--- config.mk ---
export PLATFORM = sky130hd
export DESIGN_NAME = GshareTop
export DESIGN_NICKNAME = d
export VERILOG_FILES = /design/src/design/GsharePkg.sv /design/src/design/GshareIndexStage.sv /design/src/design/GsharePredictStage.sv /design/src/design/GshareTop.sv /design/src/design/GshareTrainStage.sv /design/src/design/PhtRam.sv /design/src/design/PhtWriteQueue.sv
export SDC_FILE = /design/constraint.sdc
export NUM_CORES = 2
export LEC_CHECK = 0
export BUFFER_PORTS_ARGS = -buffer_cell sky130_fd_sc_hd__buf_2
export CAP_MARGIN = 20
export CORE_MARGIN = 1.5
export CORE_UTILIZATION = 55
export CTS_BUF_LIST = sky130_fd_sc_hd__clkbuf_8 sky130_fd_sc_hd__clkbuf_16
export CTS_CLUSTER_DIAMETER = 100
export DETAILED_ROUTE_END_ITERATION = 16
export PLACE_DENSITY = 0.71
export SYNTH_ARGS = -nofsm -noshare
export SYNTH_HDL_FRONTEND = slang
export SYNTH_MEMORY_MAX_BITS = 65536
export SYNTH_SLANG_ARGS = --single-unit
export TNS_END_PERCENT = 10
--- constraint.sdc ---
create_clock -name clk -period 70.6 [get_ports clk]
set_input_delay 17.65 -clock clk [delete_from_list [all_inputs] [get_ports clk]]
set_output_delay 17.65 -clock clk [all_outputs]
set_load 0.01 [all_outputs]
--- src/design/GsharePkg.sv ---
/*
 * Gshare predictor package.
 * Address and table geometry, typed vectors, branch-result and PHT write
 * records, the train-stage states and the shared PHT index function.
 */
package GsharePkg;

    // Address and fetch geometry.
    localparam int ADDR_WIDTH = 32;
    localparam int INSN_OFFSET_WIDTH = 2;
    localparam int INSN_BYTES = 4;
    localparam int FETCH_WIDTH = 2;
    localparam int UPDATE_WIDTH = 2;

    // Pattern history table and global history.
    localparam int PHT_INDEX_WIDTH = 10;
    localparam int PHT_ENTRY_NUM = 1024;
    localparam int HISTORY_WIDTH = 8;
    localparam int COUNTER_WIDTH = 2;
    localparam int COUNTER_MAX = 3;
    // Weakly taken.
    localparam int COUNTER_INIT = 2;

    // Deferred write queue.
    localparam int WRITE_QUEUE_DEPTH = 4;
    localparam int QUEUE_PTR_WIDTH = 2;

    typedef logic [ADDR_WIDTH-1:0] AddrT;
    typedef logic [PHT_INDEX_WIDTH-1:0] PhtIndexT;
    typedef logic [HISTORY_WIDTH-1:0] HistoryT;
    typedef logic [COUNTER_WIDTH-1:0] CounterT;
    typedef logic [QUEUE_PTR_WIDTH-1:0] QueuePtrT;

    typedef struct packed {
        logic btbHit;
        logic isCondBr;
    } SlotBranchInfoT;

    // One executed branch, with the history and counter it was predicted with.
    typedef struct packed {
        logic valid;
        logic mispred;
        logic isCondBr;
        logic execTaken;
        AddrT brAddr;
        HistoryT history;
        CounterT prevCounter;
    } BranchResultT;

    typedef struct packed {
        PhtIndexT index;
        CounterT value;
    } PhtWriteT;

    typedef enum logic {INIT_SWEEP, RUN} TrainStateT;

    // Word address bits, upper part folded with the global history.
    function automatic PhtIndexT phtIndexOf(input AddrT addr, input HistoryT history);
        PhtIndexT index;
        index = addr[PHT_INDEX_WIDTH+INSN_OFFSET_WIDTH-1:INSN_OFFSET_WIDTH];
        index[PHT_INDEX_WIDTH-1 -: HISTORY_WIDTH] =
            index[PHT_INDEX_WIDTH-1 -: HISTORY_WIDTH] ^ history;
        return index;
    endfunction

endpackage

--- src/design/GshareIndexStage.sv ---
/*
 * Gshare index stage.
 * Holds the global history register, selects its next value and forms
 * the per-slot PHT read indices from the fetch PC and that next history.
 */
`timescale 1ns/1ps

module GshareIndexStage (
    input  logic                clk,
    input  logic                rstN,
    input  logic                fetchValid,
    input  GsharePkg::AddrT     fetchPc,
    input  logic                specUpdate,
    input  GsharePkg::HistoryT  specHistory,
    input  logic                recoverValid,
    input  GsharePkg::HistoryT  recoverHistory,
    output GsharePkg::PhtIndexT readIndex [GsharePkg::FETCH_WIDTH],
    output GsharePkg::HistoryT  curHistory,
    output logic                predValid
);
    import GsharePkg::*;

    HistoryT nextHistory;

    // Recovery beats speculation, otherwise hold.
    always_comb begin
        if (recoverValid) begin
            nextHistory = recoverHistory;
        end else if (specUpdate) begin
            nextHistory = specHistory;
        end else begin
            nextHistory = curHistory;
        end
    end

    always_ff @(posedge clk or negedge rstN) begin
        if (!rstN) begin
            curHistory <= '0;
            predValid <= 1'b0;
        end else begin
            curHistory <= nextHistory;
            predValid <= fetchValid;
        end
    end

    // Index uses the history as it stands after this cycle's updates.
    always_comb begin
        for (int i = 0; i < FETCH_WIDTH; i++) begin
            readIndex[i] = phtIndexOf(fetchPc + AddrT'(i * INSN_BYTES), nextHistory);
        end
    end

endmodule

--- src/design/GsharePredictStage.sv ---
/*
 * Gshare predict stage.
 * Turns the read counters and per-slot BTB information into directions
 * and builds the speculative history, stopping after a taken slot.
 */
`timescale 1ns/1ps

module GsharePredictStage (
    input  logic                      predValid,
    input  GsharePkg::CounterT        readCounter [GsharePkg::FETCH_WIDTH],
    input  GsharePkg::SlotBranchInfoT slotInfo [GsharePkg::FETCH_WIDTH],
    input  GsharePkg::HistoryT        curHistory,
    output logic                      predTaken [GsharePkg::FETCH_WIDTH],
    output GsharePkg::CounterT        predCounter [GsharePkg::FETCH_WIDTH],
    output GsharePkg::HistoryT        predHistory,
    output logic                      specUpdate,
    output GsharePkg::HistoryT        specHistory
);
    import GsharePkg::*;

    always_comb begin
        logic stopped;
        logic shifted;
        stopped = 1'b0;
        shifted = 1'b0;
        specHistory = curHistory;

        for (int i = 0; i < FETCH_WIDTH; i++) begin
            // Counter MSB gives the direction, but only on a BTB hit.
            predTaken[i] = readCounter[i][COUNTER_WIDTH-1] && slotInfo[i].btbHit;
            predCounter[i] = readCounter[i];

            if (!stopped && slotInfo[i].btbHit && slotInfo[i].isCondBr) begin
                specHistory = {specHistory[HISTORY_WIDTH-2:0], predTaken[i]};
                shifted = 1'b1;
            end
            // Slots behind a taken branch are not executed.
            if (predTaken[i]) begin
                stopped = 1'b1;
            end
        end

        specUpdate = predValid && shifted;
    end

    // Travels with the fetch group for recovery.
    assign predHistory = curHistory;

endmodule

--- src/design/GshareTop.sv ---
/*
 * Gshare direction predictor, top level.
 * Two-wide prediction with speculative global history, two training
 * results per cycle through a deferred write queue, and init sweep.
 */
`timescale 1ns/1ps

module GshareTop (
    input  logic                      clk,
    input  logic                      rstN,
    input  logic                      fetchValid,
    input  GsharePkg::AddrT           fetchPc,
    input  GsharePkg::SlotBranchInfoT slotInfo [GsharePkg::FETCH_WIDTH],
    input  GsharePkg::BranchResultT   brResult [GsharePkg::UPDATE_WIDTH],
    output logic                      predValid,
    output logic                      predTaken [GsharePkg::FETCH_WIDTH],
    output GsharePkg::CounterT        predCounter [GsharePkg::FETCH_WIDTH],
    output GsharePkg::HistoryT        predHistory,
    output logic                      ready,
    output logic                      queueFull
);
    import GsharePkg::*;

    PhtIndexT readIndex [FETCH_WIDTH];
    CounterT readCounter [FETCH_WIDTH];
    HistoryT curHistory;
    HistoryT specHistory;
    logic specUpdate;
    logic recoverValid;
    HistoryT recoverHistory;
    logic writeEnable [UPDATE_WIDTH];
    PhtWriteT write [UPDATE_WIDTH];
    logic push;
    logic pop;
    logic queueEmpty;
    PhtWriteT pushEntry;
    PhtWriteT headEntry;

    GshareIndexStage u_index (
        .clk, .rstN, .fetchValid, .fetchPc, .specUpdate, .specHistory,
        .recoverValid, .recoverHistory, .readIndex, .curHistory, .predValid
    );

    PhtRam u_pht (.clk, .readIndex, .writeEnable, .write, .readCounter);

    GsharePredictStage u_predict (
        .predValid, .readCounter, .slotInfo, .curHistory, .predTaken,
        .predCounter, .predHistory, .specUpdate, .specHistory
    );

    GshareTrainStage u_train (
        .clk, .rstN, .brResult, .headEntry, .queueEmpty, .writeEnable, .write,
        .push, .pushEntry, .pop, .recoverValid, .recoverHistory, .ready
    );

    PhtWriteQueue u_queue (
        .clk, .rstN, .push, .pushEntry, .pop, .headEntry,
        .full(queueFull), .empty(queueEmpty)
    );

endmodule

--- src/design/GshareTrainStage.sv ---
/*
 * Gshare train stage.
 * Runs the PHT init sweep, then updates saturating counters from branch
 * results, arbitrates direct writes against queue drain and recovers
 * the global history on a misprediction.
 */
`timescale 1ns/1ps

module GshareTrainStage (
    input  logic                    clk,
    input  logic                    rstN,
    input  GsharePkg::BranchResultT brResult [GsharePkg::UPDATE_WIDTH],
    input  GsharePkg::PhtWriteT     headEntry,
    input  logic                    queueEmpty,
    output logic                    writeEnable [GsharePkg::UPDATE_WIDTH],
    output GsharePkg::PhtWriteT     write [GsharePkg::UPDATE_WIDTH],
    output logic                    push,
    output GsharePkg::PhtWriteT     pushEntry,
    output logic                    pop,
    output logic                    recoverValid,
    output GsharePkg::HistoryT      recoverHistory,
    output logic                    ready
);
    import GsharePkg::*;

    TrainStateT state;
    PhtIndexT sweepIndex;
    PhtWriteT resEntry [UPDATE_WIDTH];

    function automatic CounterT satUpdate(input CounterT prev, input logic taken);
        CounterT next;
        if (taken) begin
            next = (prev == CounterT'(COUNTER_MAX)) ? prev : prev + 1'b1;
        end else begin
            next = (prev == '0) ? prev : prev - 1'b1;
        end
        return next;
    endfunction

    always_ff @(posedge clk or negedge rstN) begin
        if (!rstN) begin
            state <= INIT_SWEEP;
            sweepIndex <= '0;
        end else if (state == INIT_SWEEP) begin
            sweepIndex <= sweepIndex + 1'b1;
            if (sweepIndex == PhtIndexT'(PHT_ENTRY_NUM - 1)) begin
                state <= RUN;
            end
        end
    end

    always_comb begin
        for (int i = 0; i < UPDATE_WIDTH; i++) begin
            resEntry[i].index = phtIndexOf(brResult[i].brAddr, brResult[i].history);
            resEntry[i].value = satUpdate(brResult[i].prevCounter, brResult[i].execTaken);
        end
    end

    always_comb begin
        logic directDone;
        directDone = 1'b0;
        push = 1'b0;
        pop = 1'b0;
        pushEntry = resEntry[UPDATE_WIDTH-1];
        recoverValid = 1'b0;
        recoverHistory = '0;
        for (int i = 0; i < UPDATE_WIDTH; i++) begin
            writeEnable[i] = 1'b0;
            write[i] = resEntry[i];
        end

        if (state == INIT_SWEEP) begin
            writeEnable[0] = 1'b1;
            write[0] = '{index: sweepIndex, value: CounterT'(COUNTER_INIT)};
        end else begin
            for (int i = 0; i < UPDATE_WIDTH; i++) begin
                // First valid result writes directly, later ones are deferred.
                if (brResult[i].valid) begin
                    if (directDone) begin
                        push = 1'b1;
                        pushEntry = resEntry[i];
                    end else begin
                        writeEnable[i] = 1'b1;
                        directDone = 1'b1;
                    end
                end
                // Last mispredicted result decides the history.
                if (brResult[i].valid && brResult[i].mispred) begin
                    recoverValid = 1'b1;
                    recoverHistory = brResult[i].isCondBr ?
                        {brResult[i].history[HISTORY_WIDTH-2:0], brResult[i].execTaken} :
                        brResult[i].history;
                end
            end
            // Drain one queued write on an idle port 0.
            if (!directDone && !queueEmpty) begin
                writeEnable[0] = 1'b1;
                write[0] = headEntry;
                pop = 1'b1;
            end
        end
    end

    assign ready = (state == RUN);

endmodule

--- src/design/PhtRam.sv ---
/*
 * PHT counter storage.
 * One bank per read port, each bank a full copy kept coherent by both
 * write ports. Reads are registered; port 0 wins a same-index write.
 */
`timescale 1ns/1ps

module PhtRam (
    input  logic                 clk,
    input  GsharePkg::PhtIndexT  readIndex [GsharePkg::FETCH_WIDTH],
    input  logic                 writeEnable [GsharePkg::UPDATE_WIDTH],
    input  GsharePkg::PhtWriteT  write [GsharePkg::UPDATE_WIDTH],
    output GsharePkg::CounterT   readCounter [GsharePkg::FETCH_WIDTH]
);
    import GsharePkg::*;

    for (genvar b = 0; b < FETCH_WIDTH; b++) begin : gBank
        CounterT mem [PHT_ENTRY_NUM];

        // Highest port first, so port 0 lands last on a collision.
        always_ff @(posedge clk) begin
            for (int w = UPDATE_WIDTH - 1; w >= 0; w--) begin
                if (writeEnable[w]) begin
                    mem[write[w].index] <= write[w].value;
                end
            end
        end

        // Read sees the value before this edge's writes.
        always_ff @(posedge clk) begin
            readCounter[b] <= mem[readIndex[b]];
        end
    end

endmodule

--- src/design/PhtWriteQueue.sv ---
/*
 * Deferred PHT write queue.
 * Small circular buffer with head and tail pointers and an occupancy
 * count. Push while full is only taken together with a pop.
 */
`timescale 1ns/1ps

module PhtWriteQueue (
    input  logic                clk,
    input  logic                rstN,
    input  logic                push,
    input  GsharePkg::PhtWriteT pushEntry,
    input  logic                pop,
    output GsharePkg::PhtWriteT headEntry,
    output logic                full,
    output logic                empty
);
    import GsharePkg::*;

    PhtWriteT entries [WRITE_QUEUE_DEPTH];
    QueuePtrT headPtr;
    QueuePtrT tailPtr;
    logic [QUEUE_PTR_WIDTH:0] count;
    logic doPush;
    logic doPop;

    assign doPop = pop && !empty;
    assign doPush = push && (!full || doPop);

    always_ff @(posedge clk or negedge rstN) begin
        if (!rstN) begin
            headPtr <= '0;
            tailPtr <= '0;
            count <= '0;
        end else begin
            if (doPush) begin
                tailPtr <= tailPtr + 1'b1;
            end
            if (doPop) begin
                headPtr <= headPtr + 1'b1;
            end
            case ({doPush, doPop})
                2'b10: count <= count + 1'b1;
                2'b01: count <= count - 1'b1;
                default: count <= count;
            endcase
        end
    end

    always_ff @(posedge clk) begin
        if (doPush) begin
            entries[tailPtr] <= pushEntry;
        end
    end

    assign headEntry = entries[headPtr];
    assign full = (count == (QUEUE_PTR_WIDTH + 1)'(WRITE_QUEUE_DEPTH));
    assign empty = (count == '0);

endmodule

* After elaboration in Yosys (flattened, before gate mapping)
Memories as Yosys holds them, arrays and structs flattened. A register that Yosys moved wholly into a read port is not among the register bits.
Index checks and enable logic that the tools add are counted.
** Operators by class
- $add $sub $neg :: 10
- Equality and inequality tests :: 6
- Mux-type cells :: 52
- Bitwise logic cells :: 4
- Reduce and logical (&&, ||, !) cells :: 22
** Operator list (number)
- $mux W8 :: 9
- $xor A8 B8 Y8 :: 4
- $mux W1 :: 30
- $mux W12 :: 2
- $mux W10 :: 2
- $mux W2 :: 8
- $add A12 B3 Y12 const B :: 1
- $logic_and A1 B1 Y1 :: 11
- $add A10 B1 Y10 const B :: 1
- $eq A10 B10 Y1 const B :: 1
- $add A2 B1 Y2 const B :: 4
- $eq A2 B2 Y1 const B :: 3
- $pmux W3 S2 :: 1
- $logic_not A1 Y1 :: 4
- $logic_not A2 Y1 :: 2
- $reduce_or A2 Y1 :: 2
- $sub A2 B1 Y2 const B :: 2
- $add A3 B1 Y3 const B :: 1
- $eq A3 B3 Y1 const B :: 1
- $logic_not A3 Y1 :: 1
- $sub A3 B1 Y3 const B :: 1
- $eq A2 B1 Y1 const B :: 1
- $reduce_bool A2 Y1 :: 1
- $logic_or A1 B1 Y1 :: 1
** Storage, ports and cells
- Register bits :: 27
- Memory bits (writable) :: 4144
- Output and inout port bits :: 17
- Logic and storage cells :: 104
- Memories :: 3
** Memories
- u_pht.gBank[0].mem :: words 1024, width 2, rd ports 1, clocked after Yosys merged registers in 1, write ports 1, RTL line PhtRam.sv:18 : CounterT mem [PHT_ENTRY_NUM];
- u_pht.gBank[1].mem :: words 1024, width 2, rd ports 1, clocked after Yosys merged registers in 1, write ports 1, RTL line PhtRam.sv:18
- u_queue.entries :: words 4, width 12, rd ports 1, clocked after Yosys merged registers in 0, write ports 1, RTL line PhtWriteQueue.sv:20 : PhtWriteT entries [WRITE_QUEUE_DEPTH];

* Depth between registers and ports, before layout
- Depth after elaboration :: 13
- Gate-level depth with buffers :: 18
- Mapped depth without buffers :: 13

* Modules after synthesis
Synthesis repeated with hierarchy kept, for this count alone.
** Unflattened totals
- Cell total of the unflattened synthesis :: 10671
- Area, all modules :: 138397.7 um^2
** By module, submodules not included
- PhtRam :: instances 1, cells each 10247, area each 133613.1 um^2
- PhtWriteQueue :: instances 1, cells each 117, area each 2253.4 um^2
- GshareTrainStage :: instances 1, cells each 177, area each 1365.1 um^2
- GshareIndexStage :: instances 1, cells each 66, area each 701.9 um^2
- GsharePredictStage :: instances 1, cells each 64, area each 464.2 um^2

* Worst setup path after synthesis
OpenSTA, ideal clock, no wires.
- Path kind :: in2reg
- Start point :: input port brResult[91] (netlist bit)
- End point :: memory u_pht.gBank[1].mem[0][0] (netlist bit) (data pin)
- Setup time :: 9.032 ns
- Data arrival time :: 62.786 ns
- Data required time :: 61.568 ns
- Setup slack :: -1.218 ns
- Stages on the path :: 4
- Path buffers :: 1
- Cells stage by stage :: clkbuf_1 inv_1 nand2_1 a311oi_1
** Between the ends
- Cells in the longest elaborated chain, start to end :: 12
- Elaborated cells between the ends (all ways) :: 14
** Ends and longest elaborated chain
- from (decl) :: RTL line GshareTop.sv:14 : input GsharePkg::BranchResultT brResult [GsharePkg::UPDATE_WIDTH],
- $mux W1 (*) :: RTL line GshareTrainStage.sv:78 : if (brResult[i].valid) begin
- $mux W1 :: RTL line GshareTrainStage.sv:72 : if (state == INIT_SWEEP) begin
- $mux W1 :: RTL line GshareTrainStage.sv:78
- $mux W1 :: RTL line GshareTrainStage.sv:72
- $logic_not A1 Y1 :: RTL line GshareTrainStage.sv:96 : if (!directDone && !queueEmpty) begin
- $logic_and A1 B1 Y1 :: RTL line GshareTrainStage.sv:96
- $mux W1 :: RTL line GshareTrainStage.sv:96
- $mux W1 :: RTL line GshareTrainStage.sv:72
- $mux W1 :: RTL line PhtRam.sv:23 : if (writeEnable[w]) begin
- $mux W1 (implied by the code) :: RTL line PhtRam.sv:24 : mem[write[w].index] <= write[w].value;
- $reduce_or A2 Y1 (no line)
- $mux W2 (no line) (*)
- to (decl) :: RTL line PhtRam.sv:18
Every way passes the cells marked *; elsewhere a longest branch is shown, timed or not. The select of a mux whose other input is x is not followed.

==> impl_metrics.csv <==
group,metric,value,unit
synth,netlist-cell-type-count,92,
global_routing,first_global_vias,66810,
synth,yosys.area.top_type,"sky130_fd_sc_hd__edfxtp_1",
worst_hold_path,worstHoldStart,"u_train.sweepIndex[7]",
clock_tree,cts_resized,0,
clock_tree,max-clock-path-buffers,3,
global_routing,wire_length_of_the_first_global_routing_pass,479000,µm
power,power.share.switching,30.9,%
global_routing,grt_max_degree,251,
power,power.static_leakage,39.0,nW
clock_tree,clock-root-buffer,"sky130_fd_sc_hd__clkbuf_16",
drt,antenna_viol_nets_final,0,
timing,setup_viol,0,
worst_hold_path,worstHoldPathCells,1,
synth,synth_area_per_cell,16.2,µm²
timing,highest_clock_rate,27.8,MHz
timing,timing.clock.skew,0.0287,ns
synth,yosys_warns,0,
floorplanning,design.core.area,0.191,mm²
finish,fin_nets,6575,
clock_tree,path_clk_slew,0.06,ns
timing,relative_slew_slack,16.1,%
critical_path,timing.critical_path.to_type,"output port",
floorplanning,row_count,160,
clock_tree,htree_levels,4,
synth,ys_dominant_reg_cell,"sky130_fd_sc_hd__edfxtp_1",
floorplanning,floorplan.die.width,442,µm
drt,wl,337000,µm
finish,post_route_cells_drive_above_1_share,27.2,%
power,seqPwrFrac,43.8,%
clock_tree,hold_buffers,0,
timing,final_critical_path_setup_slack,34.60,ns
timing,report.final.hold_viol_count,0,
drt,remaining_drc_errors,0,
power,maximum_vdd_ir_drop,0.0288,mV
worst_hold_path,holdPathEnd,"u_train.sweepIndex[7]",
critical_path,required,52.95,ns
synth,synth.ff_latch_count,2127,
global_routing,grt.overflow.total,0,
critical_path,critical_path.reg2reg.startpoint,"u_train.ready",
critical_path,reg2reg_slack,62.84,ns
power,power.net_switching,0.000971,W
timing,slew_viol_final,0,
drt,vias_per_cell,7.48,
synth,synthMostInstantiatedCell,"sky130_fd_sc_hd__edfxtp_1",
worst_hold_path,worstHoldPathType,"reg2reg",
floorplanning,dieArea,0.195,mm²
clock_tree,clkSinkCount,2127,
finish,layout.cells.non_filler,9134,
critical_path,regToRegEndpoint,"u_pht.readCounter[2]",
critical_path,type_of_the_setup_path_with_the_least_slack,"in2out",
place,io_buffers,81,
synth,yosysTopAreaCellShare,59.4,%
critical_path,arrival_time_at_the_worst_endpoint,18.35,ns
place,numPlacedInstances,8716,
timing,hold-worst-slack,0.495,ns
critical_path,crit_path_max_fanout,16,
timing,grt_setup_unrepaired,"no",
power,clock_power_share,35.5,%
synth,post_synth_most_frequent_cells,"sky130_fd_sc_hd__edfxtp_1 (2096), sky130_fd_sc_hd__mux4_2 (1107), sky130_fd_sc_hd__nor2_1 (1103)",
floorplanning,fp.dieH,442,µm
synth,syn_inst_count,6545,
synth,yosysSeqAreaShare,60.2,%
drt,detailedRoute.firstIterationViolations,11663,
timing,setup-tns-final,0,ns
floorplanning,floorplan.initialDensity,55.5,%
place,detailedPlacementHpwl,198000,µm
global_routing,track_usage,34.3,%
drt,avgRoutedWirePerCell,36.9,µm
timing,max_slew.worst_pin.slew,1.25,ns
power,share_comb_of_total_power,20.7,%
timing,final_min_period_over_clock_period,51.0,%
critical_path,cp-start-kind,"input pin",
synth,synth_enable_flop_cells,2096,
clock_tree,cts_buffers,214,
floorplanning,ios,148,
clock_tree,tritoncts_clock_tree,"yes",
synth,synth_area,0.106,mm²
synth,synth.net_count,6684,
drt,routed-via-count,68355,
place,last_weighted_congestion_value_of_the_routability_driven_placer,0.933,
timing,layout_min_cycle_time,36.00,ns
clock_tree,clock_latency_of_the_later_clocked_register_in_the_worst_skew_pair,0.89,ns
synth,synthTopCellsByArea,"sky130_fd_sc_hd__edfxtp_1 (59%), sky130_fd_sc_hd__mux4_2 (24%), sky130_fd_sc_hd__nor2_1 (3.9%)",
status,status,"complete, no violations",
job,cap_violations,0,
global_routing,grt_antenna_before_repair,19,
power,internal_power,0.00217,W
synth,async_flop_share,1.27,%
power,pwr_density_cell,27.0,mW/mm²
power,post-layout-total-power,0.00314,W
clock_tree,postCtsSetupRepairBufs,0,
place,dp_slack,34.63,ns
drt,1st_pass_router_iterations,11,
critical_path,worst_reg2reg_path_length_in_cells,13,
finish,areaGrowthSynthToFinish,9.70,%
## worst max-delay path by stage
stage                            start                       end  slack (ns)  cells after the start
after CTS                  slotInfo[3]              predTaken[1]       34.63                      4
after global routing       slotInfo[3]              predTaken[1]       34.57                      4
final                      slotInfo[3]              predTaken[1]       34.60                      4
after floorplan           brResult[91]  u_pht.gBank[1].mem[0][0]       24.18                      5
after global placement     slotInfo[3]              predTaken[1]       34.64                      4
after detailed placement   slotInfo[3]              predTaken[1]       34.63                      4
## registers in the layout (all words and copies together), names as in the netlist
| register | cells |
|---|---|
| u_queue.count | 3 |
| u_index.curHistory | 8 |
| u_train.sweepIndex | 10 |
| u_train.ready | 1 |
| u_pht.gBank.mem | 2048 |
| u_queue.headPtr | 2 |
| u_queue.entries | 48 |
| u_index.predValid | 1 |
| u_queue.tailPtr | 2 |
| u_pht.readCounter | 4 |
## per-layer routing
metal | GRT usage (%) | part of all wire (%) | up-vias | routed length (µm)
li1 | - | - | 26288 | -
met4 | 19.1 | 6.5 | 20 | 21800
met5 | 1.00 | 0.12 | - | 399
met2 | 50.5 | 45 | 5863 | 150000
met1 | 44.8 | 33 | 35115 | 112000
met3 | 12.1 | 15 | 1069 | 51800
## placed cells by master (no fill, tap or decap), drive strengths merged, types with 35 or more instances in the layout
cell    instances
edfxtp       2096
a211oi         62
inv            90
clkbuf        219
nand4          40
o21ai          57
mux4         1107
buf           280
a21oi          35
nand2         437
and3           67
mux2i         189
nor2         1104
nand3         221
clkinv         76
o211ai         43
## cells by family (layout without fill, tap and decap cells)
| group | after synthesis | in the layout | synth area share (%) |
|---|---|---|---|
| AND/OR/NAND/NOR | 1977 | 1977 | 7.83 |
| AO/OA/AOI/OAI | 421 | 421 | 3.04 |
| flip-flops | 2127 | 2127 | 60.2 |
| XOR/XNOR | 57 | 57 | 0.544 |
| multiplexers | 1328 | 1328 | 25.7 |
| buffers and inverters | 624 | 692 | 2.63 |
| adder cells (fa/ha/maj) | 11 | 11 | 0.130 |
| other | 0 | 10 | 0 |
## critical path, stage by stage
cell                      delay (ns)
sky130_fd_sc_hd__buf_2          0.10
sky130_fd_sc_hd__nand2_2        0.13
sky130_fd_sc_hd__inv_2          0.27
sky130_fd_sc_hd__buf_2          0.19
## metrics by stage
stage	utilization, %	area [µm²]
2_1_floorplan	-	106000
3_3_place_gp	57.0	109000
3_5_place_dp	57.2	109000
4_1_cts	60.7	116000
5_1_grt	60.9	116000
6_report	60.9	116000
## power groups by stage
stage | Clock, W | Combinational [W] | Sequential [W]
6_report | 0.00111 | 0.000651 | 0.00137
5_1_grt | 0.00116 | 0.000646 | 0.00137
4_1_cts | 0.00112 | 0.000619 | 0.00137
3_5_place_dp | 0 | 0.000616 | 0.00140
3_3_place_gp | 0 | 0.000615 | 0.00140
2_1_floorplan | 0 | 0.000335 | 0.00140
## cell type report
cell class	instances	area, µm²
fillers	13623	74600
clock inverters	175	1350
flip-flops and latches	2127	63700
clock buffers	218	5420
inverters	18	67.6
multi-input cells	3794	39900
repair buffers	281	2540
well taps	2511	3140
diodes	10	25.0
Note: power is estimated with default switching activity, not from simulation.
